--- src/logic/rx_buffer_pkg.sv ---
package rx_buffer_pkg;

  // --------------------------------------------------
  // RAM word and data port
  // --------------------------------------------------

  // Bits per RAM word and per read data port
  localparam int WORD_BITS = 64;

  // Byte lane part of a byte address
  localparam int LANE_BITS = 3;

  // --------------------------------------------------
  // Read word sizes
  // --------------------------------------------------

  localparam int WS_BITS = 3;

  localparam logic [WS_BITS-1:0] WS_8BIT  = 3'd0;
  localparam logic [WS_BITS-1:0] WS_16BIT = 3'd1;
  localparam logic [WS_BITS-1:0] WS_32BIT = 3'd2;
  localparam logic [WS_BITS-1:0] WS_64BIT = 3'd3;

endpackage

--- src/logic/rx_ram_if.sv ---
`timescale 1ns/1ps

interface rx_ram_if #(
  parameter int ADDR_WIDTH = 8
);
  import rx_buffer_pkg::*;

  // Write port, filled from the dispatch FIFO
  logic                  wr_en;
  logic [ADDR_WIDTH-1:0] wr_addr;
  logic [WORD_BITS-1:0]  wr_data;

  // Read port, used by the parser side
  logic [ADDR_WIDTH-1:0] rd_addr;
  logic [WORD_BITS-1:0]  rd_data;

  modport filler (output wr_en, output wr_addr, output wr_data);
  modport reader (output rd_addr, input rd_data);
  modport ram    (input wr_en, input wr_addr, input wr_data, input rd_addr, output rd_data);

endinterface

--- src/logic/rx_fill_ctrl.sv ---
`timescale 1ns/1ps

module rx_fill_ctrl #(
  parameter int ADDR_WIDTH = 8
) (
  input  logic                                i_clk,
  input  logic                                i_areset,
  input  logic                                i_parser_busy,
  input  logic                                i_dispatch_packet_available,
  input  logic                                i_dispatch_fifo_empty,
  input  logic                                i_dispatch_fifo_rd_valid,
  input  logic [rx_buffer_pkg::WORD_BITS-1:0] i_dispatch_fifo_rd_data,
  input  logic                                i_read_busy,
  output logic                                o_fill_busy,
  output logic                                o_dispatch_fifo_rd_start,
  output logic                                o_dispatch_packet_read,
  rx_ram_if.filler                            ram_wr
);

  localparam logic ST_IDLE = 1'b0;
  localparam logic ST_FILL = 1'b1;

  logic                  state;
  logic [ADDR_WIDTH-1:0] wr_addr_cnt;
  logic                  rd_start_reg;
  logic                  packet_read_reg;
  logic                  fill_start;
  logic                  fill_done;

  // --------------------------------------------------
  // Start and end of a packet fill
  // --------------------------------------------------

  // Only start when both the parser and the read port are quiet
  assign fill_start = (state == ST_IDLE) && !i_read_busy && !i_parser_busy &&
                      i_dispatch_packet_available && !i_dispatch_fifo_empty;

  // FIFO drained, no more words in flight
  assign fill_done = (state == ST_FILL) && !i_dispatch_fifo_rd_valid && i_dispatch_fifo_empty;

  // Raised in the start cycle already, so a read in that cycle loses
  assign o_fill_busy = fill_start || (state == ST_FILL);

  always_ff @(posedge i_clk or posedge i_areset) begin
    if (i_areset) begin
      state           <= ST_IDLE;
      wr_addr_cnt     <= '0;
      rd_start_reg    <= 1'b0;
      packet_read_reg <= 1'b0;
    end else begin
      rd_start_reg    <= fill_start;
      packet_read_reg <= fill_done;
      if (fill_start) begin
        state       <= ST_FILL;
        wr_addr_cnt <= '0;
      end else if (fill_done) begin
        state <= ST_IDLE;
      end else if (ram_wr.wr_en) begin
        wr_addr_cnt <= wr_addr_cnt + 1'b1;
      end
    end
  end

  // One RAM word per valid FIFO word
  assign ram_wr.wr_en   = (state == ST_FILL) && i_dispatch_fifo_rd_valid;
  assign ram_wr.wr_addr = wr_addr_cnt;
  assign ram_wr.wr_data = i_dispatch_fifo_rd_data;

  assign o_dispatch_fifo_rd_start = rd_start_reg;
  assign o_dispatch_packet_read   = packet_read_reg;

endmodule

--- src/flat_wrapper.sv ---
// flat-port wrapper written by rule: the top's interface ports become plain ports
module rx_fill_ctrl_flat 
#(
  parameter int ADDR_WIDTH = 8
)
  (i_clk, i_areset, i_parser_busy, i_dispatch_packet_available, i_dispatch_fifo_empty, i_dispatch_fifo_rd_valid, i_dispatch_fifo_rd_data, i_read_busy, o_fill_busy, o_dispatch_fifo_rd_start, o_dispatch_packet_read, ram_wr_wr_en, ram_wr_wr_addr, ram_wr_wr_data);
  rx_ram_if #(.ADDR_WIDTH(ADDR_WIDTH)) ram_wr_i ();
  input  logic i_clk;
  input  logic i_areset;
  input  logic i_parser_busy;
  input  logic i_dispatch_packet_available;
  input  logic i_dispatch_fifo_empty;
  input  logic i_dispatch_fifo_rd_valid;
  input  logic [rx_buffer_pkg::WORD_BITS-1:0] i_dispatch_fifo_rd_data;
  input  logic i_read_busy;
  output logic o_fill_busy;
  output logic o_dispatch_fifo_rd_start;
  output logic o_dispatch_packet_read;
  output wire logic [$bits(ram_wr_i.wr_en)-1:0] ram_wr_wr_en;
  output wire logic [$bits(ram_wr_i.wr_addr)-1:0] ram_wr_wr_addr;
  output wire logic [$bits(ram_wr_i.wr_data)-1:0] ram_wr_wr_data;
  assign ram_wr_wr_en = ram_wr_i.wr_en;
  assign ram_wr_wr_addr = ram_wr_i.wr_addr;
  assign ram_wr_wr_data = ram_wr_i.wr_data;
  rx_fill_ctrl #(.ADDR_WIDTH(ADDR_WIDTH)) u_core (.i_clk(i_clk), .i_areset(i_areset), .i_parser_busy(i_parser_busy), .i_dispatch_packet_available(i_dispatch_packet_available), .i_dispatch_fifo_empty(i_dispatch_fifo_empty), .i_dispatch_fifo_rd_valid(i_dispatch_fifo_rd_valid), .i_dispatch_fifo_rd_data(i_dispatch_fifo_rd_data), .i_read_busy(i_read_busy), .o_fill_busy(o_fill_busy), .o_dispatch_fifo_rd_start(o_dispatch_fifo_rd_start), .o_dispatch_packet_read(o_dispatch_packet_read), .ram_wr(ram_wr_i));
endmodule
--- config.mk ---
export PLATFORM = sky130hd
export DESIGN_NAME = rx_fill_ctrl_flat
export DESIGN_NICKNAME = d
export VERILOG_FILES = /design/src/logic/rx_buffer_pkg.sv /design/src/logic/rx_ram_if.sv /design/src/logic/rx_fill_ctrl.sv /design/src/flat_wrapper.sv
export SDC_FILE = /design/constraint.sdc
export NUM_CORES = 1
export LEC_CHECK = 0
export ABC_AREA = 1
export CORE_ASPECT_RATIO = 1.25
export CORE_MARGIN = 10
export CORE_UTILIZATION = 56
export CTS_CLUSTER_SIZE = 8
export DETAILED_ROUTE_END_ITERATION = 10
export DONT_BUFFER_PORTS = 1
export GPL_TIMING_DRIVEN = 0
export PLACE_DENSITY = 0.72
export SLEW_MARGIN = 10
export SYNTH_ARGS = -nofsm -noshare
export SYNTH_HDL_FRONTEND = slang
export SYNTH_SLANG_ARGS = --single-unit
--- constraint.sdc ---
create_clock -name i_clk -period 1 [get_ports i_clk]
set_input_delay 0 -clock i_clk [delete_from_list [all_inputs] [get_ports i_clk]]
set_output_delay 0 -clock i_clk [all_outputs]
set_load 0.02 [all_outputs]
-- Word level (Yosys, flattened, before mapping)
Cells that the tools add are included.
- register bits after elaboration: 11
- bits of input ports: 71
- output and inout bits: 76
- logic and storage cells: 27
- $add $sub $neg: 1
- equality and inequality tests: 1
- mux-type cells: 5
- bitwise operators: 1
- reduce and logical (&&, ||, !) cells: 15
- operators by type and width (kind ; number):
    two-way mux 8 bit ; 3
    adder 8 x 1 -> 8 bit (second input constant) ; 1
    logical AND 1 bit ; 7
    zero test 1 bit ; 4
    nonzero test 2 bit ; 2
    two-way mux 1 bit ; 2
    inequality test 2 x 1 -> 1 bit (second input constant) ; 1
    AND reduction 2 bit ; 1
    logical OR 1 bit ; 1
    inverter 1 bit ; 1

-- Logic depth before layout (Yosys ltp)
Gate-level depths: netlist of the first run.
- word-level depth: 7
- depth in mapped cells: 7
- gate-level depth less buffers: 7

-- Least setup slack after synthesis of the first run
No wires, ideal clock.
- kind: reg2reg
- from: register u_core.wr_addr_cnt[0], in the netlist u_core.ram_wr.wr_addr[0]
- to: register u_core.wr_addr_cnt[6], in the netlist u_core.ram_wr.wr_addr[6]
- library setup time: 0.115 ns
- arrival: 1.073 ns
- required time: 0.885 ns
- setup slack: -0.188 ns
- stages on the path, launching flop included: 7
- buffers on the path: 0
- clock period less this slack: 1.188 ns
- cells stage by stage: dfrtp_1 ha_1 nand2_1 nor2_4 nand4_1 nand2_1 nor2_2
- word-level cells in the longest chain between the ends: 4
- RTL lines (item ; line ; RTL):
    from (decl) ; rx_fill_ctrl.sv:24 ; logic [ADDR_WIDTH-1:0] wr_addr_cnt;
    from (signal assigned) ; rx_fill_ctrl.sv:59 ; wr_addr_cnt <= wr_addr_cnt + 1'b1;
    adder 8 x 1 -> 8 bit ; rx_fill_ctrl.sv:59 ;
    two-way mux 8 bit ; rx_fill_ctrl.sv:58 ; end else if (ram_wr.wr_en) begin
    two-way mux 8 bit ; rx_fill_ctrl.sv:56 ; end else if (fill_done) begin
    two-way mux 8 bit ; rx_fill_ctrl.sv:53 ; if (fill_start) begin
No other way between the ends. The select of a mux whose other input is x is not followed.
A chain may end at the register's enable or synchronous reset.

-- Final worst setup path of the first run
Same ends and word-level chain as after synthesis.

==> results by group, run 1 <==
Setup path
  – Setup slack, reg-to-reg: -0.14 ns
  – Crit end category: flip-flop
  – Slowest CP cell: dfrtp_2
  – FF-to-FF path depth: 7
  – Crit path arrival time: 1.33 ns
  – FF-to-FF Start: u_core.ram_wr.wr_addr[0]
  – Crit-path leading delay family: flip-flops
  – Cells along the critical path: ha_4, nand2_4, nor2_4, nand3_2, nand2_1, nand2_1, nor2_2
  – CP Class: reg -> reg
  – WP buf/inv: 0
  – Critical Path Source Type: flip-flop
  – Worst-path fanout max: 5
  – CP peak stage delay: ~0.48 ns
  – RR Endpoint: u_core.ram_wr.wr_addr[6]
  – CP dominant cell by count: nand2_1
  – WP data required: around 1.2 ns

Clock network
  – CTS max path bufs: 2
  – Inserted Clock Buffers: 3
  – H-tree lvl count: 1
  – Clock-pin slew on the worst setup and hold paths: 0.07 ns
  – Worst skew pair latency: 0.26 ns
  – Root Driver: clkbuf_4
  – CTS tree: done
  – Clk sinks: 11

Floorplan
  – Core Box Area: 1787 um2
  – Die ar.: between 4000 and 5000 um2
  – IO Pins: 147
  – Horiz. Die Dim: 58.98 um
  – Num rows: 17
  – Initial cell density of the core: 0.5952
  – Die Ht: just under 70 um

Detailed routing
  – Vias: 891
  – DRT Wirelength: 3940 um
  – DRT Pass-1 Iters: 4
  – Initial drt markers: 14
  – Post-DRT Antenna Nets: 0
  – DRC: 0
  – Routed wire per std cell: 23.04 um
  – Drt via density: approximately 5.2

Cells and area
  – Antenna diodes: 0
  – Nets: about 230
  – FF/Latch Area: 284.0 um2
  – Fillers: roughly 140
  – Cell Count, Final, Fillers Out: 171
  – Area delta synth->final: 19.65%
  – Most common cell after layout, fill and taps aside: buf_4
  – Most frequent cells in the layout: 69 x buf_4, 14 x nand2_1, 10 x inv_1
  – Ratio of cells with drive above 1 in the final layout: 0.6382
  – Multi-input logic area: roughly 320 um2

Global routing
  – Vias in the first global route: ~1,000
  – GRT Util Overall: 0.1700
  – Grt total ovfl: 0
  – Largest net degree at the start of global routing: 12
  – Initial antenna violation count: 0
  – First-pass GRT wire length: around 5400 um

Min path
  – End point of the worst hold path: u_core.o_dispatch_fifo_rd_start
  – Hold_sp: i_parser_busy
  – Worst min path class: in -> reg
  – Worst hold path depth: 3

STA
  – Fin worst setup slack: -0.1372 ns
  – RSZ-0062 raised after global routing: yes
  – FMAX: 0.8794 GHz
  – Final setup violation count: 8
  – Fin. max-slew vios: 0
  – Final Hold Viols: 0
  – Final period util: 1.137
  – Fin crit period: 1.137 ns
  – Worst-Margin Slew: around 0.43 ns
  – Final Skew: between 0.002 and 0.003 ns
  – Relative slew margins: 0.7101

Synth
  – Synthesized area: 1064 um2
  – Synth Instances: 137
  – Ys Warns: 0
  – Sequential area share after synthesis: 0.2588
  – Synth Register Bits: 11
  – Netlist cell types: 18
  – Syn_nets: roughly 210
  – Mapped Avg Cell Area: 7.763 um2

Pwr
  – Pwr/cell area: 1799 nW/um2
  – Leak: 0.6900 nW
  – Max IR drop VDD: between 1000 and 1500 uV

Placed design
  – Hpwl dp: 3328 um
  – Post-Place Setup Slack: -0.1364 ns
  – RD Place Congestion: about 0.70
  – Placed Instances: 156
  – Port buffer count: 0

Status
  – Failing checks: negative setup slack
  – Status: complete, but fails checks

Job
  – Maxcap violations: 0
metal layers:
layer  vias up  global-route usage  routed length [um]
met3         6              0.1225                 741
li1        389                   -                   -
met1       386              0.1302                1048
met5         -                   0                   0
met4         0             0.06897                  79
met2       110              0.3171                2071
final cells by class:
type | count | area share
Buffer | 64 | 0.3776
Multi-Input combinational cell | 51 | 0.2478
Sequential cell | 11 | 0.2232
Timing Repair Buffer | 10 | 0.07080
Inverter | 12 | 0.04130
Clock buffer | 4 | 0.02065
Tap cell | 19 | 0.01868
through the flow:
step	power [mW]	instance area [um2]	util	setup TNS, ns	hold WS, ns
2_1_floorplan	1.575	1085	-	-0.1082	-0.1479
5_1_grt	2.431	1272	0.7122	-1.228	0.03801
3_3_place_gp	1.699	1109	0.6204	-0.3919	-0.09163
6_report	2.289	1272	0.7122	-0.5709	0.03841
3_5_place_dp	1.736	1109	0.6204	-0.5003	-0.08720
4_1_cts	2.151	1220	0.6828	-0.5430	0.03021
registers in the layout, indices dropped and copies added, names as in the netlist:
register	cells
u_core.ram_wr.wr_addr	8
u_core.o_dispatch_fifo_rd_start	1
u_core.o_dispatch_packet_read	1
u_core.state	1
kinds of logic (layout without fill, tap and decap cells):
group / Yosys count / count (layout) / share of synthesized area
buffers and inverters: 76 / 90 / 0.4988
AND/OR/NAND/NOR: 45 / 46 / 0.2118
adder cells (fa/ha/maj): 1 / 1 / 0.01176
AO/OA/AOI/OAI: 4 / 4 / 0.01881
flip-flops: 11 / 11 / 0.2588
synth_stat cells:
library cell	n	area share
a21oi_1	1	0.0047
buf_4	64	0.45
dfrtp_1	11	0.26
ha_1	1	0.012
inv_1	11	0.039
inv_6	1	0.0082
nand2_1	17	0.060
nand2_2	1	0.0059
nand2_4	1	0.011
nand3_1	8	0.038
nand3_2	1	0.0094
nand3_4	1	0.016
nand4_1	2	0.012
nor2_1	11	0.039
nor2_2	1	0.0059
nor2_4	1	0.011
nor3_1	1	0.0047
o21ai_0	3	0.014
how the worst max path moves through the flow:
stage / start / endpoint / slack (ns) / cells past startpoint
3_5_place_dp: u_core.ram_wr.wr_addr[0] / u_core.ram_wr.wr_addr[6] / -0.14 / 6
6_report: u_core.ram_wr.wr_addr[0] / u_core.ram_wr.wr_addr[6] / -0.14 / 7
3_3_place_gp: u_core.ram_wr.wr_addr[0] / u_core.ram_wr.wr_addr[6] / -0.14 / 6
5_1_grt: u_core.ram_wr.wr_addr[0] / u_core.ram_wr.wr_addr[4] / -0.21 / 6
4_1_cts: u_core.ram_wr.wr_addr[0] / u_core.ram_wr.wr_addr[4] / -0.14 / 6
2_1_floorplan: u_core.ram_wr.wr_addr[1] / u_core.ram_wr.wr_addr[6] / -0.07 / 6
power breakdown:
part,total (mW),switching (mW),internal [mW]
registers,0.907,0.323,0.584
logic,1.08,0.614,0.464
clock network,0.304,0.149,0.154
total,2.29,1.09,1.20
worst min-delay path: stages:
cell,delay (ns)
nor2_1,0.07
nand3_2,0.12
inv_1,0.07
what timing repair did:
action | 4_1_cts | 5_1_grt
gates cloned | 1 | 0
pin swaps | 4 | 1
setup buffers | 3 | 4
gates resized for setup | 8 | 7
hold buffers | 3 | 0
hold endpoints to repair | 17 | 0
setup endpoints to repair | 9 | 11
No activity file was read; power rests on OpenSTA's default activity.
==> run 2: changes to the inputs <==
--- a/config.mk
+++ b/config.mk
@@ -13,6 +13,7 @@
 export DETAILED_ROUTE_END_ITERATION = 10
 export DONT_BUFFER_PORTS = 1
 export GPL_TIMING_DRIVEN = 0
+export MAX_ROUTING_LAYER = met4
 export PLACE_DENSITY = 0.72
 export SLEW_MARGIN = 10
 export SYNTH_ARGS = -nofsm -noshare
==> results by group, run 2 (synthesized netlist as in run 1, its figures left out) <==
Status
  – Status: complete, but fails checks
  – Failing checks: negative setup slack

Detailed routing
  – DRT Pass-1 Iters: 4
  – Routed wire per std cell: 22.96 um
  – Drt via density: roughly 5.2
  – DRC: 0
  – Post-DRT Antenna Nets: 0
  – DRT Wirelength: 3927 um
  – Initial drt markers: 11
  – Vias: 885

Min path
  – Worst min path class: in -> reg

Floorplan
  – Die ar.: between 4000 and 5000 um2
  – Core Box Area: 1787 um2
  – Initial cell density of the core: 0.5952
  – Num rows: 17
  – Horiz. Die Dim: 58.98 um
  – Die Ht: slightly below 70 um
  – IO Pins: 147

STA
  – Final Skew: 0.004136 ns
  – FMAX: 0.8778 GHz
  – Relative slew margins: 0.7070
  – Final Hold Viols: 0
  – Final setup violation count: 8
  – Fin worst setup slack: -0.1392 ns
  – Worst-Margin Slew: about 0.44 ns
  – Final period util: 1.139
  – RSZ-0062 raised after global routing: yes
  – Fin crit period: 1.139 ns
  – Fin. max-slew vios: 0
  – Hold slack: 0.03522 ns

Setup path
  – Crit end category: flip-flop
  – Cells along the critical path: ha_4, nand2_4, nor2_4, nand3_2, nand2_1, nand2_1, nor2_2
  – Worst-path fanout max: 5
  – WP buf/inv: 0
  – CP peak stage delay: 0.48 ns
  – CP dominant cell by count: nand2_1
  – Crit-path leading delay family: flip-flops
  – Critical Path Source Type: flip-flop
  – Setup slack, reg-to-reg: -0.14 ns
  – Crit path arrival time: ~1.3 ns
  – CP Class: reg -> reg
  – WP data required: 1.20 ns
  – Slowest CP cell: dfrtp_2

Global routing
  – Grt total ovfl: 0
  – First-pass GRT wire length: 5382 um
  – Vias in the first global route: slightly above 1,000
  – GRT Util Overall: 0.1746
  – Initial antenna violation count: 0
  – Largest net degree at the start of global routing: 12

Clock network
  – Inserted Clock Buffers: 3
  – Worst skew pair latency: approximately 0.26 ns
  – Clk sinks: 11
  – CTS max path bufs: 2
  – Clock-pin slew on the worst setup and hold paths: 0.07 ns
  – H-tree lvl count: 1
  – Root Driver: clkbuf_4
  – CTS tree: done

Cells and area
  – Antenna diodes: 0
  – Area delta synth->final: 19.65%
  – Most frequent cells in the layout: 69 x buf_4, 14 x nand2_1, 10 x inv_1
  – Layout Utilization: 0.7122
  – Most common cell after layout, fill and taps aside: buf_4
  – Post-route cell area: 1272 um2
  – Cell Count, Final, Fillers Out: ~170
  – Nets: 225
  – Max reg flops: 8
  – Ratio of cells with drive above 1 in the final layout: 0.6382

Pwr
  – Pwr/cell area: 1799 nW/um2
  – Internal power: ~1.2 mW
  – Max IR drop VDD: around 1200 uV
  – Clock share of power: 0.134
  – Leak: 0.6900 nW
  – Sw Ratio: 0.4749
  – Combinational Power Share: 0.471
  – Sw power: 1.087 mW
  – Sequential power share: 0.395

Placed design
  – RD Place Congestion: 0.7083
  – Hpwl dp: 3328 um
  – Placed cell area: 1109 um2
  – Placed Instances: approximately 160
  – Port buffer count: 0

Job
  – Maxcap violations: 0
-- run 2: final timing paths --
| kind | start | to | depth (start not counted) |
|---|---|---|---|
| setup reg to reg | u_core.ram_wr.wr_addr[0] | u_core.ram_wr.wr_addr[6] | 7 |
| max in group asynchronous | i_areset | u_core.ram_wr.wr_addr[6] | 2 |
| hold / removal | i_parser_busy | u_core.o_dispatch_fifo_rd_start | 3 |
| min in group asynchronous | i_areset | u_core.o_dispatch_packet_read | 2 |
| setup / recovery | u_core.ram_wr.wr_addr[0] | u_core.ram_wr.wr_addr[6] | 7 |
| hold reg to reg | u_core.ram_wr.wr_addr[0] | u_core.ram_wr.wr_addr[0] | 1 |
-- run 2: area by class of cell --
class	count	area, um2
fill	136	514.2
buffer	64	480.5
multi-input combinational	51	315.3
sequential	11	284.0
timing repair buffer	10	90.09
inverter	12	52.55
clock buffer	4	26.28
tap	19	23.77
-- run 2: stage by stage --
stage	power (mW)	worst slack, ns	setup TNS [ns]
floorplan	1.575	-0.06626	-0.1082
global placement	1.699	-0.1390	-0.3919
detailed placement	1.736	-0.1364	-0.5003
CTS	2.151	-0.1382	-0.5430
global route	2.431	-0.2077	-1.228
finish	2.290	-0.1392	-0.5599
-- run 2: routing by layer --
layer / vias to the layer above / wire length (um) / GRT usage
li1: 389 / - / -
met1: 387 / 1115 / 0.1386
met2: 103 / 2087 / 0.3171
met3: 6 / 658 / 0.1060
met4: 0 / 65 / 0.06897
met5: - / 0 / -
-- run 2: timing repair --
action	4_1_cts	5_1_grt
cloned	1	0
setup endpoints to repair	9	11
hold buffers	3	0
buffers inserted	3	4
gates resized for setup	8	7
endpoints found under the hold margin	17	0
pin swaps	4	1
-- run 2: worst register-to-register path, stage by stage (launching register included) --
cell and delay (ns):
dfrtp_2 0.48, ha_4 0.19, nand2_4 0.06, nor2_4 0.10, nand3_2 0.06, nand2_1 0.06
nand2_1 0.06, nor2_2 0.07
-- run 2: power groups by stage --
stage | logic, mW | registers (mW) | clock network (mW)
after floorplan | 0.720 | 0.855 | 0
after global placement | 0.793 | 0.906 | 0
after detailed placement | 0.826 | 0.910 | 0
after CTS | 0.948 | 0.896 | 0.308
after global routing | 1.17 | 0.931 | 0.333
final | 1.08 | 0.905 | 0.306
