## src/logic/rx_buffer_pkg.sv

```systemverilog
package rx_buffer_pkg;

  // --------------------------------------------------
  // RAM word and data port
  // --------------------------------------------------

  // Bits per RAM word and per read data port
  localparam int WORD_BITS = 64;

  // Byte lane part of a byte address
  localparam int LANE_BITS = 3;

  // --------------------------------------------------
  // Read word sizes
  // --------------------------------------------------

  localparam int WS_BITS = 3;

  localparam logic [WS_BITS-1:0] WS_8BIT  = 3'd0;
  localparam logic [WS_BITS-1:0] WS_16BIT = 3'd1;
  localparam logic [WS_BITS-1:0] WS_32BIT = 3'd2;
  localparam logic [WS_BITS-1:0] WS_64BIT = 3'd3;

endpackage

```

## src/logic/rx_ram_if.sv

```systemverilog
`timescale 1ns/1ps

interface rx_ram_if #(
  parameter int ADDR_WIDTH = 8
);
  import rx_buffer_pkg::*;

  // Write port, filled from the dispatch FIFO
  logic                  wr_en;
  logic [ADDR_WIDTH-1:0] wr_addr;
  logic [WORD_BITS-1:0]  wr_data;

  // Read port, used by the parser side
  logic [ADDR_WIDTH-1:0] rd_addr;
  logic [WORD_BITS-1:0]  rd_data;

  modport filler (output wr_en, output wr_addr, output wr_data);
  modport reader (output rd_addr, input rd_data);
  modport ram    (input wr_en, input wr_addr, input wr_data, input rd_addr, output rd_data);

endinterface

```

## src/logic/rx_access_port.sv

```systemverilog
`timescale 1ns/1ps

module rx_access_port #(
  parameter int ADDR_WIDTH = 8
) (
  input  logic                                           i_clk,
  input  logic                                           i_areset,
  input  logic [ADDR_WIDTH+rx_buffer_pkg::LANE_BITS-1:0] i_access_port_addr,
  input  logic [rx_buffer_pkg::WS_BITS-1:0]              i_access_port_wordsize,
  input  logic                                           i_access_port_rd_en,
  input  logic                                           i_fill_busy,
  output logic                                           o_read_busy,
  output logic                                           o_access_port_wait,
  output logic                                           o_access_port_rd_dv,
  output logic [rx_buffer_pkg::WORD_BITS-1:0]            o_access_port_rd_data,
  rx_ram_if.reader                                       ram_rd
);
  import rx_buffer_pkg::*;

  localparam logic [2:0] ST_IDLE       = 3'd0;
  localparam logic [2:0] ST_SINGLE_DLY = 3'd1;
  localparam logic [2:0] ST_SINGLE     = 3'd2;
  localparam logic [2:0] ST_FIRST_DLY  = 3'd3;
  localparam logic [2:0] ST_FIRST      = 3'd4;
  localparam logic [2:0] ST_SECOND     = 3'd5;

  logic [2:0]             state;
  logic [2:0]             state_next;
  logic                   wait_reg;
  logic                   dv_reg;
  logic [WORD_BITS-1:0]   out_reg;
  logic [LANE_BITS-1:0]   lane_reg;
  logic [WS_BITS-1:0]     ws_reg;
  logic [ADDR_WIDTH-1:0]  word_addr_reg;

  logic [ADDR_WIDTH-1:0]  req_word_addr;
  logic [LANE_BITS-1:0]   req_lane;
  logic [3:0]             req_bytes;
  logic                   accept;
  logic                   straddle;
  logic                   finish;

  logic [3:0]             byte_count;
  logic [3:0]             head_bytes;
  logic [LANE_BITS+2:0]   lane_shift;
  logic [6:0]             drop_shift;
  logic [6:0]             head_shift;
  logic [WORD_BITS-1:0]   single_data;
  logic [WORD_BITS-1:0]   tail_data;
  logic [WORD_BITS-1:0]   head_data;

  function automatic logic [3:0] bytes_of(input logic [WS_BITS-1:0] ws);
    case (ws)
      WS_8BIT:  bytes_of = 4'd1;
      WS_16BIT: bytes_of = 4'd2;
      WS_32BIT: bytes_of = 4'd4;
      default:  bytes_of = 4'd8;
    endcase
  endfunction

  // --------------------------------------------------
  // Request decode
  // --------------------------------------------------

  assign req_word_addr = i_access_port_addr[ADDR_WIDTH+LANE_BITS-1:LANE_BITS];
  assign req_lane      = i_access_port_addr[LANE_BITS-1:0];
  assign req_bytes     = bytes_of(i_access_port_wordsize);

  // Codes above 64 bit are dropped without wait or data
  assign accept = (state == ST_IDLE) && i_access_port_rd_en && !i_fill_busy &&
                  (i_access_port_wordsize <= WS_64BIT);

  // Last byte beyond lane 7 means the next word is needed
  assign straddle = ({1'b0, req_lane} + req_bytes) > 4'd8;

  assign finish = (state == ST_SINGLE) || (state == ST_SECOND);

  always_comb begin
    state_next = state;
    case (state)
      ST_IDLE: begin
        if (accept) begin
          state_next = straddle ? ST_FIRST_DLY : ST_SINGLE_DLY;
        end
      end
      ST_SINGLE_DLY: state_next = ST_SINGLE;
      ST_SINGLE:     state_next = ST_IDLE;
      ST_FIRST_DLY:  state_next = ST_FIRST;
      ST_FIRST:      state_next = ST_SECOND;
      default:       state_next = ST_IDLE;
    endcase
  end

  always_ff @(posedge i_clk or posedge i_areset) begin
    if (i_areset) begin
      state    <= ST_IDLE;
      wait_reg <= 1'b0;
      dv_reg   <= 1'b0;
    end else begin
      state  <= state_next;
      dv_reg <= finish;
      if (accept) begin
        wait_reg <= 1'b1;
      end else if (finish) begin
        wait_reg <= 1'b0;
      end
    end
  end

  // Second word address goes out one cycle after the first
  always_comb begin
    case (state)
      ST_IDLE:      ram_rd.rd_addr = req_word_addr;
      ST_FIRST_DLY: ram_rd.rd_addr = word_addr_reg + 1'b1;
      default:      ram_rd.rd_addr = word_addr_reg;
    endcase
  end

  // --------------------------------------------------
  // Byte lane assembly, lane 0 is the top byte
  // --------------------------------------------------

  assign byte_count = bytes_of(ws_reg);
  assign head_bytes = {1'b0, lane_reg} + byte_count - 4'd8;
  assign lane_shift = {lane_reg, 3'b000};
  assign drop_shift = 7'(WORD_BITS) - {byte_count, 3'b000};
  assign head_shift = 7'(WORD_BITS) - {head_bytes, 3'b000};

  assign single_data = (ram_rd.rd_data << lane_shift) >> drop_shift;

  // Tail of the first word moved up to leave room for the head
  assign tail_data = ((ram_rd.rd_data << lane_shift) >> lane_shift) << {head_bytes[2:0], 3'b000};
  assign head_data = ram_rd.rd_data >> head_shift;

  always_ff @(posedge i_clk) begin
    if (accept) begin
      lane_reg      <= req_lane;
      ws_reg        <= i_access_port_wordsize;
      word_addr_reg <= req_word_addr;
    end
    case (state)
      ST_SINGLE: out_reg <= single_data;
      ST_FIRST:  out_reg <= tail_data;
      ST_SECOND: out_reg <= out_reg | head_data;
      default:   out_reg <= out_reg;
    endcase
  end

  assign o_read_busy           = (state != ST_IDLE);
  assign o_access_port_wait    = wait_reg;
  assign o_access_port_rd_dv   = dv_reg;
  assign o_access_port_rd_data = out_reg;

endmodule

```

## src/flat_wrapper.sv

```systemverilog
// flat-port wrapper written by rule: the top's interface ports become plain ports
module rx_access_port_flat import rx_buffer_pkg::*;
#(
  parameter int ADDR_WIDTH = 8
)
  (i_clk, i_areset, i_access_port_addr, i_access_port_wordsize, i_access_port_rd_en, i_fill_busy, o_read_busy, o_access_port_wait, o_access_port_rd_dv, o_access_port_rd_data, ram_rd_rd_addr, ram_rd_rd_data);
  rx_ram_if #(.ADDR_WIDTH(ADDR_WIDTH)) ram_rd_i ();
  input  logic i_clk;
  input  logic i_areset;
  input  logic [ADDR_WIDTH+rx_buffer_pkg::LANE_BITS-1:0] i_access_port_addr;
  input  logic [rx_buffer_pkg::WS_BITS-1:0] i_access_port_wordsize;
  input  logic i_access_port_rd_en;
  input  logic i_fill_busy;
  output logic o_read_busy;
  output logic o_access_port_wait;
  output logic o_access_port_rd_dv;
  output logic [rx_buffer_pkg::WORD_BITS-1:0] o_access_port_rd_data;
  output wire logic [$bits(ram_rd_i.rd_addr)-1:0] ram_rd_rd_addr;
  input wire logic [$bits(ram_rd_i.rd_data)-1:0] ram_rd_rd_data;
  assign ram_rd_rd_addr = ram_rd_i.rd_addr;
  assign ram_rd_i.rd_data = ram_rd_rd_data;
  rx_access_port #(.ADDR_WIDTH(ADDR_WIDTH)) u_core (.i_clk(i_clk), .i_areset(i_areset), .i_access_port_addr(i_access_port_addr), .i_access_port_wordsize(i_access_port_wordsize), .i_access_port_rd_en(i_access_port_rd_en), .i_fill_busy(i_fill_busy), .o_read_busy(o_read_busy), .o_access_port_wait(o_access_port_wait), .o_access_port_rd_dv(o_access_port_rd_dv), .o_access_port_rd_data(o_access_port_rd_data), .ram_rd(ram_rd_i));
endmodule
```

## config.mk

```make
export PLATFORM = sky130hd
export DESIGN_NAME = rx_access_port_flat
export DESIGN_NICKNAME = d
export VERILOG_FILES = /design/src/logic/rx_buffer_pkg.sv /design/src/logic/rx_ram_if.sv /design/src/logic/rx_access_port.sv /design/src/flat_wrapper.sv
export SDC_FILE = /design/constraint.sdc
export NUM_CORES = 1
export LEC_CHECK = 0
export BUFFER_PORTS_ARGS = -buffer_cell sky130_fd_sc_hd__buf_4
export CORE_AREA = 3 3 222 224
export DETAILED_ROUTE_END_ITERATION = 10
export DIE_AREA = 0 0 225 227
export GPL_TIMING_DRIVEN = 0
export PLACE_DENSITY_LB_ADDON = 0.15
export SLEW_MARGIN = 20
export SYNTH_ARGS = -nofsm -noshare
export SYNTH_HDL_FRONTEND = slang
export SYNTH_SLANG_ARGS = --single-unit
```

## constraint.sdc

```tcl
create_clock -name i_clk -period 10.7 [get_ports i_clk]
set_clock_uncertainty 0.15 [all_clocks]
set_input_delay 0.535 -clock i_clk [delete_from_list [all_inputs] [get_ports i_clk]]
set_output_delay 0.535 -clock i_clk [all_outputs]
set_load 0.05 [all_outputs]
```

## Word-level counts from Yosys, hierarchy flattened

Index checks and enable logic that the tools add are counted.

- $add $sub $neg: 6
- $lt $le $gt $ge: 2
- Equal/unequal tests: 10
- Shift-type cells: 5
- Mux-type cells: 9
- Bitwise operators: 1
- Reduce and logical (&&, ||, !) cells: 11

Operators with widths:

| operator | number |
|---|---|
| case mux 64 bit (3 select lines) | 1 |
| left shift 64 x 6 -> 64 bit | 2 |
| right shift 64 x 7 -> 64 bit | 2 |
| bitwise OR 64 bit | 1 |
| right shift 64 x 6 -> 64 bit | 1 |
| case mux 4 bit (3 select lines) | 2 |
| case mux 8 bit (2 select lines) | 1 |
| subtractor 7 bit, first input constant | 2 |
| equality test 3 x 2 -> 1 bit, second input constant | 4 |
| case mux 3 bit (4 select lines) | 1 |
| equality test 3 x 1 -> 1 bit, second input constant | 3 |
| logical NOT 3 bit | 3 |
| adder 3 x 4 -> 4 bit | 2 |
| adder 8 x 1 -> 8 bit, second input constant | 1 |
| equality test 3 bit, second input constant | 2 |
| nonzero test 3 bit | 2 |
| > comparator 4 bit, second input constant | 1 |
| subtractor 4 bit, second input constant | 1 |
| <= comparator 3 x 2 -> 1 bit, second input constant | 1 |
| logical AND 1 bit | 3 |
| two-way mux 3 bit | 1 |
| two-way mux 1 bit | 2 |
| two-way mux 2 bit | 1 |
| inequality test 2 x 1 -> 1 bit, second input constant | 1 |
| 3 further kinds | 3 |

- Flip-flop bits (word level): 83
- Bits of input ports: 82
- Output and inout bits: 75
- Word-level logic and storage cells: 51

## Longest topological paths before layout

Gate-level depths: netlist of the first run.

- Word-level depth: 8
- Gate-level depth with buffers: 20
- Gate-level depth less buffers: 12

## Least setup slack after synthesis of the first run

No wires, ideal clock.

- Path type: register to register
- Start point: register u_core.ws_reg[1]
- End point: register u_core.out_reg[9] (netlist: u_core.o_access_port_rd_data[9]), data pin
- Setup time: 0.269 ns
- Arrival: 4.429 ns
- Required time: 10.281 ns
- Setup slack: 5.852 ns
- Stages on the path, launching flop included: 21
- Buffers on the path: 9
- Clock period less this slack: 4.848 ns
- Path through: edfxtp_1 > buf_2 > nor3_4 > buf_2 > buf_2 > buf_2 > ha_1 > fa_1 > clkbuf_1 > inv_2 > buf_1 > ha_1 > clkbuf_1 > buf_2 > buf_2 > mux2i_1 > nor2_1 > a21oi_1 > nand2_1 > a32oi_1 > nand4_1

- Longest elaborated chain between the ends: 8
- Elaborated cells between the ends (all ways): 13
- Classes of those cells: add/sub: 4; eq/ne: 2; shift: 3; mux: 2; bitwise: 1; reduce/logical: 1

RTL lines:

| element | RTL line | text |
|---|---|---|
| start, declared | rx_access_port.sv:33 | `logic [WS_BITS-1:0] ws_reg;` |
| start signal, assigned | rx_access_port.sv:138 | `ws_reg <= i_access_port_wordsize;` |
| equality test 3 x 2 -> 1 bit, or another cell as far along | rx_access_port.sv:53 | `case (ws)` |
| case mux 4 bit (3 select lines) (*) | rx_access_port.sv:53 |  |
| adder 3 x 4 -> 4 bit | rx_access_port.sv:124 | `assign head_bytes = {1'b0, lane_reg} + byte_count - 4'd8;` |
| subtractor 4 bit | rx_access_port.sv:124 |  |
| subtractor 7 bit | rx_access_port.sv:127 | `assign head_shift = 7'(WORD_BITS) - {head_bytes, 3'b000};` |
| right shift 64 x 7 -> 64 bit | rx_access_port.sv:133 | `assign head_data = ram_rd.rd_data >> head_shift;` |
| bitwise OR 64 bit | rx_access_port.sv:144 | `ST_SECOND: out_reg <= out_reg \| head_data;` |
| case mux 64 bit (3 select lines) (*) | rx_access_port.sv:141 | `case (state)` |
| end signal, assigned | rx_access_port.sv:142 | `ST_SINGLE: out_reg <= single_data;` |
| end signal, assigned | rx_access_port.sv:144 |  |
| end signal, assigned | rx_access_port.sv:145 | `default: out_reg <= out_reg;` |
| end, declared | rx_access_port.sv:31 | `logic [WORD_BITS-1:0] out_reg;` |

Mark *: on every way between the ends. The rest lies on a longest branch, timed or not.
A chain may end at the register's enable or synchronous reset.

## Worst setup path in the final report of the first run

- Start point: register u_core.ws_reg[2]
- End point: register u_core.out_reg[2] (netlist: u_core.o_access_port_rd_data[2]), data pin

The elaborated chain is that of the path after synthesis.

==> results of run 1 <==
logic make-up (layout without fill, tap and decap cells):
| group | count (synthesis) | count (layout) | synth area share [%] |
|---|---|---|---|
| buffers and inverters | 176 | 337 | 6.479 |
| adder cells (fa/ha/maj) | 12 | 12 | 1.372 |
| AND/OR/NAND/NOR | 519 | 519 | 20.18 |
| XOR/XNOR | 10 | 10 | 0.9812 |
| flip-flops | 83 | 83 | 20.81 |
| AO/OA/AOI/OAI | 496 | 496 | 29.06 |
| multiplexers | 215 | 215 | 21.12 |
| other | 0 | 2 | 0 |
how the worst max path moves through the flow:
stage	start	end	cells after the start
2_1_floorplan	u_core.ws_reg[1]	u_core.o_access_port_rd_data[9]	20
3_3_place_gp	u_core.ws_reg[2]	u_core.o_access_port_rd_data[2]	20
3_5_place_dp	u_core.ws_reg[2]	u_core.o_access_port_rd_data[2]	20
4_1_cts	u_core.ws_reg[2]	u_core.o_access_port_rd_data[2]	20
5_1_grt	u_core.ws_reg[2]	u_core.o_access_port_rd_data[2]	20
6_report	u_core.ws_reg[2]	u_core.o_access_port_rd_data[2]	20
final cells by class:
class / count / area (µm²) / area share (%)
Multi-Input combinational cell: 1252 / 8667 / 61.50
Sequential cell: 83 / 2467 / 17.51
Timing Repair Buffer: 145 / 1122 / 7.964
Tap cell: 615 / 769.5 / 5.460
Buffer: 164 / 723.2 / 5.132
Clock buffer: 10 / 229.0 / 1.625
Clock inverter: 6 / 63.81 / 0.4528
Inverter: 12 / 45.04 / 0.3196
Antenna cell: 2 / 5.005 / 0.03551
metrics by stage:
| stage | cells | hold slack, ns | power, mW | instance area, µm² |
|---|---|---|---|---|
| after floorplan | 1511 | 0.1635 | 1.767 | 11860 |
| after global placement | 2264 | 0.2987 | 2.626 | 13660 |
| after detailed placement | 2270 | 0.3014 | 2.618 | 13780 |
| after CTS | 2287 | 0.1559 | 2.963 | 14080 |
| after global routing | 2287 | 0.1581 | 3.089 | 14090 |
| final | 2289 | 0.1678 | 3.037 | 14090 |
synthesized netlist by cell type (all sizes together), types with 13 or more instances:
| master | n |
|---|---|
| nand2 | 204 |
| mux2i | 137 |
| nor2 | 108 |
| clkbuf | 96 |
| o21ai | 96 |
| a21oi | 88 |
| edfxtp | 78 |
| buf | 68 |
| mux2 | 56 |
| nor3 | 56 |
| nand3 | 54 |
| a22oi | 41 |
| o211ai | 40 |
| a211oi | 29 |
| a221oi | 27 |
| mux4 | 22 |
| o22ai | 20 |
| nand2b | 17 |
| and3 | 15 |
| nor2b | 15 |
| a31oi | 14 |
| and2 | 14 |
| a211o | 13 |
| a22o | 13 |
| nand4 | 13 |
| o221ai | 13 |
per-layer routing:
| layer | vias up | share of wire (%) | track usage (%) | wire length, µm |
|---|---|---|---|---|
| li1 | 6160 | - | - | - |
| met1 | 7841 | 38 | 46.77 | 37810 |
| met2 | 1470 | 43 | 57.84 | 42420 |
| met3 | 413 | 10 | 9.001 | 10340 |
| met4 | 2 | 9.1 | 28.95 | 9072 |
| met5 | - | 0.029 | 0 | 29 |
where the power goes:
part	leakage [nW]	switching, mW	internal, mW
clock	0.141	0.156	0.181
sequential	0.800	0.0968	0.533
combinational	4.39	1.54	0.534
total	5.33	1.79	1.25
repair_timing:
action                    4_1_cts  5_1_grt
hold buffers                    1        0
buffers inserted                0        0
hold endpoints to repair        5        0
worst register-to-register path, stage by stage, from the launching register on:
cell and delay [ns]:
edfxtp_1 0.36, clkbuf_1 0.27, nor3_4 0.46, buf_2 0.37, buf_2 0.37, buf_2 0.50
ha_1 0.41, buf_2 0.27, inv_1 0.20, buf_1 0.95, clkbuf_1 1.00, ha_1 0.24
clkbuf_1 0.76, buf_1 0.91, buf_2 0.61, mux2i_1 0.31, nand2_1 0.09, nand2_1 0.17
nor2_1 0.05, o21ai_0 0.60, nand3_1 0.25
==> results.toml, run 1 <==
[yosys]
synth_cell_types = 84
syn_nets = 1604
synth_area_leaders = "edfxtp_1 (20%), mux2i_1 (12%), nand2_1 (6.5%)"
synth_flop_cell = "edfxtp_1"
syn_inst = 1511
synth_area_leader_cell = "edfxtp_1"
yosys_warnings = 0
postSynthAreaPerCell_um2 = 7.848
async_flop_share_pct = 6.024
ys_seq_elements = 83
syn_area_um2 = 11860
synth_top_area_share_pct = 19.75
ys_seq_area_share_pct = 20.81
synth-edff-count = 78

[cells_and_area]
layout_commonest_cell = "nand2_1"
synthToLayoutAreaGrowth_pct = 18.85
layout-drive-gt1-share_pct = 19.08
utilization_pct = 29.64
largest_reg_flops = 64
num-fill-cells = 5241
final_cell_mix = "nand2_1 (203), buf_4 (144), mux2i_1 (137)"
final_nets = 1760

[critical_path]
crit_buf_inv = 11
crit_path_cell_trace = "clkbuf_1, nor3_4, buf_2, buf_2, buf_2, ha_1, buf_2, inv_1, buf_1, clkbuf_1, ha_1, clkbuf_1, buf_1, buf_2, mux2i_1, nand2_1, nand2_1, nor2_1, o21ai_0, nand3_1"
critical_path.top_delay_family = "buffers and inverters"
cp_max_fo = 10
cpPeakStageDelay_ns = 0.98
required_ns = 10.63
r2r_end = "u_core.o_access_port_rd_data[2]"
timing.rr.start = "u_core.ws_reg[2]"
path_class = "reg2reg"
path_common_cell = "buf_2"
cp_data_arrival_time_ns = 9.55
slowest_stage = "clkbuf_1"
cp-start-kind = "flip-flop"
r2r_slack_ns = 1.08
end_kind = "flip-flop"
worstRegToRegCells = 20

[sta]
hold_viol = 0
relSlewSlack_pct = 12.75
finalSetupTns_ns = 0
finalSetupViolCount = 0
min_period_over_period_pct = 89.89
final_max_slew_viol_count = 0
fmax_ghz = 0.1040
fin_crit_ns = 9.619
rsz0062_at_grt = "no"
tightest_slew_ns = 1.309
timing.final.ws_setup_ns = 1.081

[clocking]
numCtsBuffers = 9
cts-root-buf = "clkbuf_16"
htreeDepth = 3
path_clk_slew_ns = 0.07
cts_buffer_depth = 2
ctsResizeCount = 0
cts.sinks = 83
cts_tree = "yes"
clk_latency_ns = 0.40

[routing]
routed_via_density = 6.940
route.detailed.wl_per_inst_um = 43.54
ant_nets = 0
drc = 0
finalWirelength_um = 99670
num_vias = 15886
drt-pass1-iter-count = 6
first_iter_violations = 2466

[outcome]
outcome = "completed"

[job]
max_cap_violations = 0

[worst_hold_path]
hold_path_depth = 1
hold_path.class = "in2reg"
holdPathEnd = "u_core.word_addr_reg[1]"
hp-start = "i_access_port_addr[4]"

[die]
fp-row-count = 80
die_area_um2 = 51080
die_h_um = 227
start_util_pct = 24.94
ios = 157
die_w_um = 225
core_um2 = 47550

[global_route]
grt_pass1_vias = 15054
grt_use_total_pct = 38.01
grt_max_degree = 52
grt_pass1_wl_um = 131700
grt_overflow = 0
antenna_found_initial = 1

[placed_design]
portBuffers = 138
dp_slack_ns = 1.823
place_congestion = 1.088
hpwl_um = 75350

[power]
ir_drop_mv = 0.2285
p_per_area_nw_per_um2 = 215.5
leakagePower_nw = 5.332
Power figures use the tool's default switching activity.
==> run 2: changes to the inputs <==
==> constraint.sdc (replaced) <==
create_clock -name i_clk -period 10.7 [get_ports i_clk]
set_clock_uncertainty 0.15 [all_clocks]
set_input_delay 2.675 -clock i_clk [delete_from_list [all_inputs] [get_ports i_clk]]
set_output_delay 2.675 -clock i_clk [all_outputs]
set_load 0.05 [all_outputs]
==> run 2 against run 1 <==
- maximum frequency is 1.0% higher
- wire length hardly changed
- critical path type unchanged
- worst hold slack better by 0.20 ns
- via count is 0.77% lower
- first-iteration DRC count is 8.3% higher
- final area is 0.11% lower
- largest cell class unchanged
- sequential cell count stayed put
- cell count is 0.13% lower
- critical path depth stayed put
- combinational power hardly changed
- largest power group unchanged
==> results.toml, run 2 (same netlist as run 1, synthesis figures left out) <==
[outcome]
outcome = "completed"

[sta]
hold_viol = 0
fmax_ghz = 0.1050
finalSetupTns_ns = 0
final_max_slew_viol_count = 0
rsz0062_at_grt = "no"
relSlewSlack_pct = 12.82
finalSetupViolCount = 0
min_period_over_period_pct = 88.97
tightest_slew_ns = 1.308
fin_crit_ns = 9.520

[routing]
ant_nets = 0
route.detailed.wl_per_inst_um = 43.58
drt-pass1-iter-count = 6
num_vias = 15764
drc = 0
routed_via_density = 6.896
finalWirelength_um = 99630
first_iter_violations = 2671

[die]
die_area_um2 = 51080
core_um2 = 47550
start_util_pct = 24.94
fp-row-count = 80
ios = 157
die_w_um = 225
die_h_um = 227

[clocking]
hold_buffers = 0
htreeDepth = 3
cts-root-buf = "clkbuf_16"
cts.sinks = 83
clk_latency_ns = 0.40
path_clk_slew_ns = 0.07
cts_tree = "yes"
cts_buffer_depth = 2
postCtsSetupBuffers = 0
ctsResizeCount = 0
numCtsBuffers = 9

[critical_path]
cp_max_fo = 10
slowest_stage = "clkbuf_1"
crit_path_cell_trace = "clkbuf_1, nor3_4, buf_2, buf_2, buf_2, ha_1, buf_2, inv_1, buf_1, clkbuf_1, ha_1, clkbuf_1, buf_1, buf_2, mux2i_1, nand2_1, nand2_1, nor2_1, o21ai_0, nand3_1"
cp-start-kind = "flip-flop"
cpPeakStageDelay_ns = 0.97
path_common_cell = "buf_2"
path_class = "reg2reg"
required_ns = 10.64
end_kind = "flip-flop"
cp_data_arrival_time_ns = 9.46

[cells_and_area]
final_cell_count_no_fill = 2286
n_antenna_cell = 0
layout_commonest_cell = "nand2_1"
layout-drive-gt1-share_pct = 19.09
final_nets = 1759
synthToLayoutAreaGrowth_pct = 18.72
fin_area_um2 = 14080
largest_reg_flops = 64
final_cell_mix = "nand2_1 (203), buf_4 (144), mux2i_1 (137)"

[power]
leakagePower_nw = 5.328
p_per_area_nw_per_um2 = 215.6
ir_drop_mv = 0.2269

[job]
max_cap_violations = 0

[global_route]
grt_use_total_pct = 38.01
antenna_found_initial = 1
grt_overflow = 0
grt_pass1_vias = 15054
grt_max_degree = 52
grt_pass1_wl_um = 131700

[worst_hold_path]
hold_path.class = "reg2reg"

[placed_design]
hpwl_um = 75350
portBuffers = 138
dp.cells = 2270
place_area_um2 = 13780
place_congestion = 1.088
## run 2: stage by stage
step	util, %	setup slack (ns)	hold WS (ns)	power (mW)
5_1_grt	29.61	1.462	0.4117	3.089
6_report	29.61	1.180	0.3700	3.035
3_3_place_gp	28.74	1.702	0.3540	2.626
4_1_cts	29.60	1.817	0.3742	2.963
2_1_floorplan	-	4.459	0.4777	1.767
3_5_place_dp	28.98	1.823	0.3563	2.618
## run 2: worst paths after layout
| kind | from | endpoint | slack, ns | cells after the start |
|---|---|---|---|---|
| worst max-delay path | u_core.ws_reg[2] | u_core.o_access_port_rd_data[2] | 1.18 | 20 |
| worst min-delay path | u_core.o_access_port_wait | u_core.o_access_port_wait | 0.37 | 1 |
| worst max register to register | u_core.ws_reg[2] | u_core.o_access_port_rd_data[2] | 1.18 | 20 |
| worst min register to register | u_core.o_access_port_wait | u_core.o_access_port_wait | 0.37 | 1 |
| max in group asynchronous | i_areset | u_core.o_access_port_rd_dv | 8.21 | 2 |
| min in group asynchronous | i_areset | u_core.o_access_port_wait | 2.02 | 2 |
## run 2: worst max-delay path: cells and delay by family, from the launching register on
family	cells	cell delay (ns)
buf+inv	11	6.07
simple gates	5	1.00
fa+ha+maj	2	0.65
compound gates	1	0.59
flops	1	0.36
mux	1	0.31
## run 2: layout make-up
type | count | area [µm²]
Timing Repair Buffer | 144 | 1112
Inverter | 12 | 45.04
Tap cell | 615 | 769.5
Clock buffer | 10 | 229.0
Multi-Input combinational cell | 1252 | 8667
Buffer | 164 | 723.2
Clock inverter | 6 | 63.81
Sequential cell | 83 | 2467
Fill cell | 5242 | 33470
## run 2: layer usage
metal	global-route usage, %	wire, µm	vias up
li1	-	-	6154
met1	46.77	37980	7731
met2	57.84	42280	1442
met3	9.001	10160	435
met4	28.95	9179	2
met5	0	35	-
## run 2: where the power goes
group	switching [mW]	leakage [nW]	internal [mW]
Clock	0.155	0.141	0.181
Combinational	1.54	4.39	0.534
Sequential	0.0961	0.800	0.533
Total	1.79	5.33	1.25
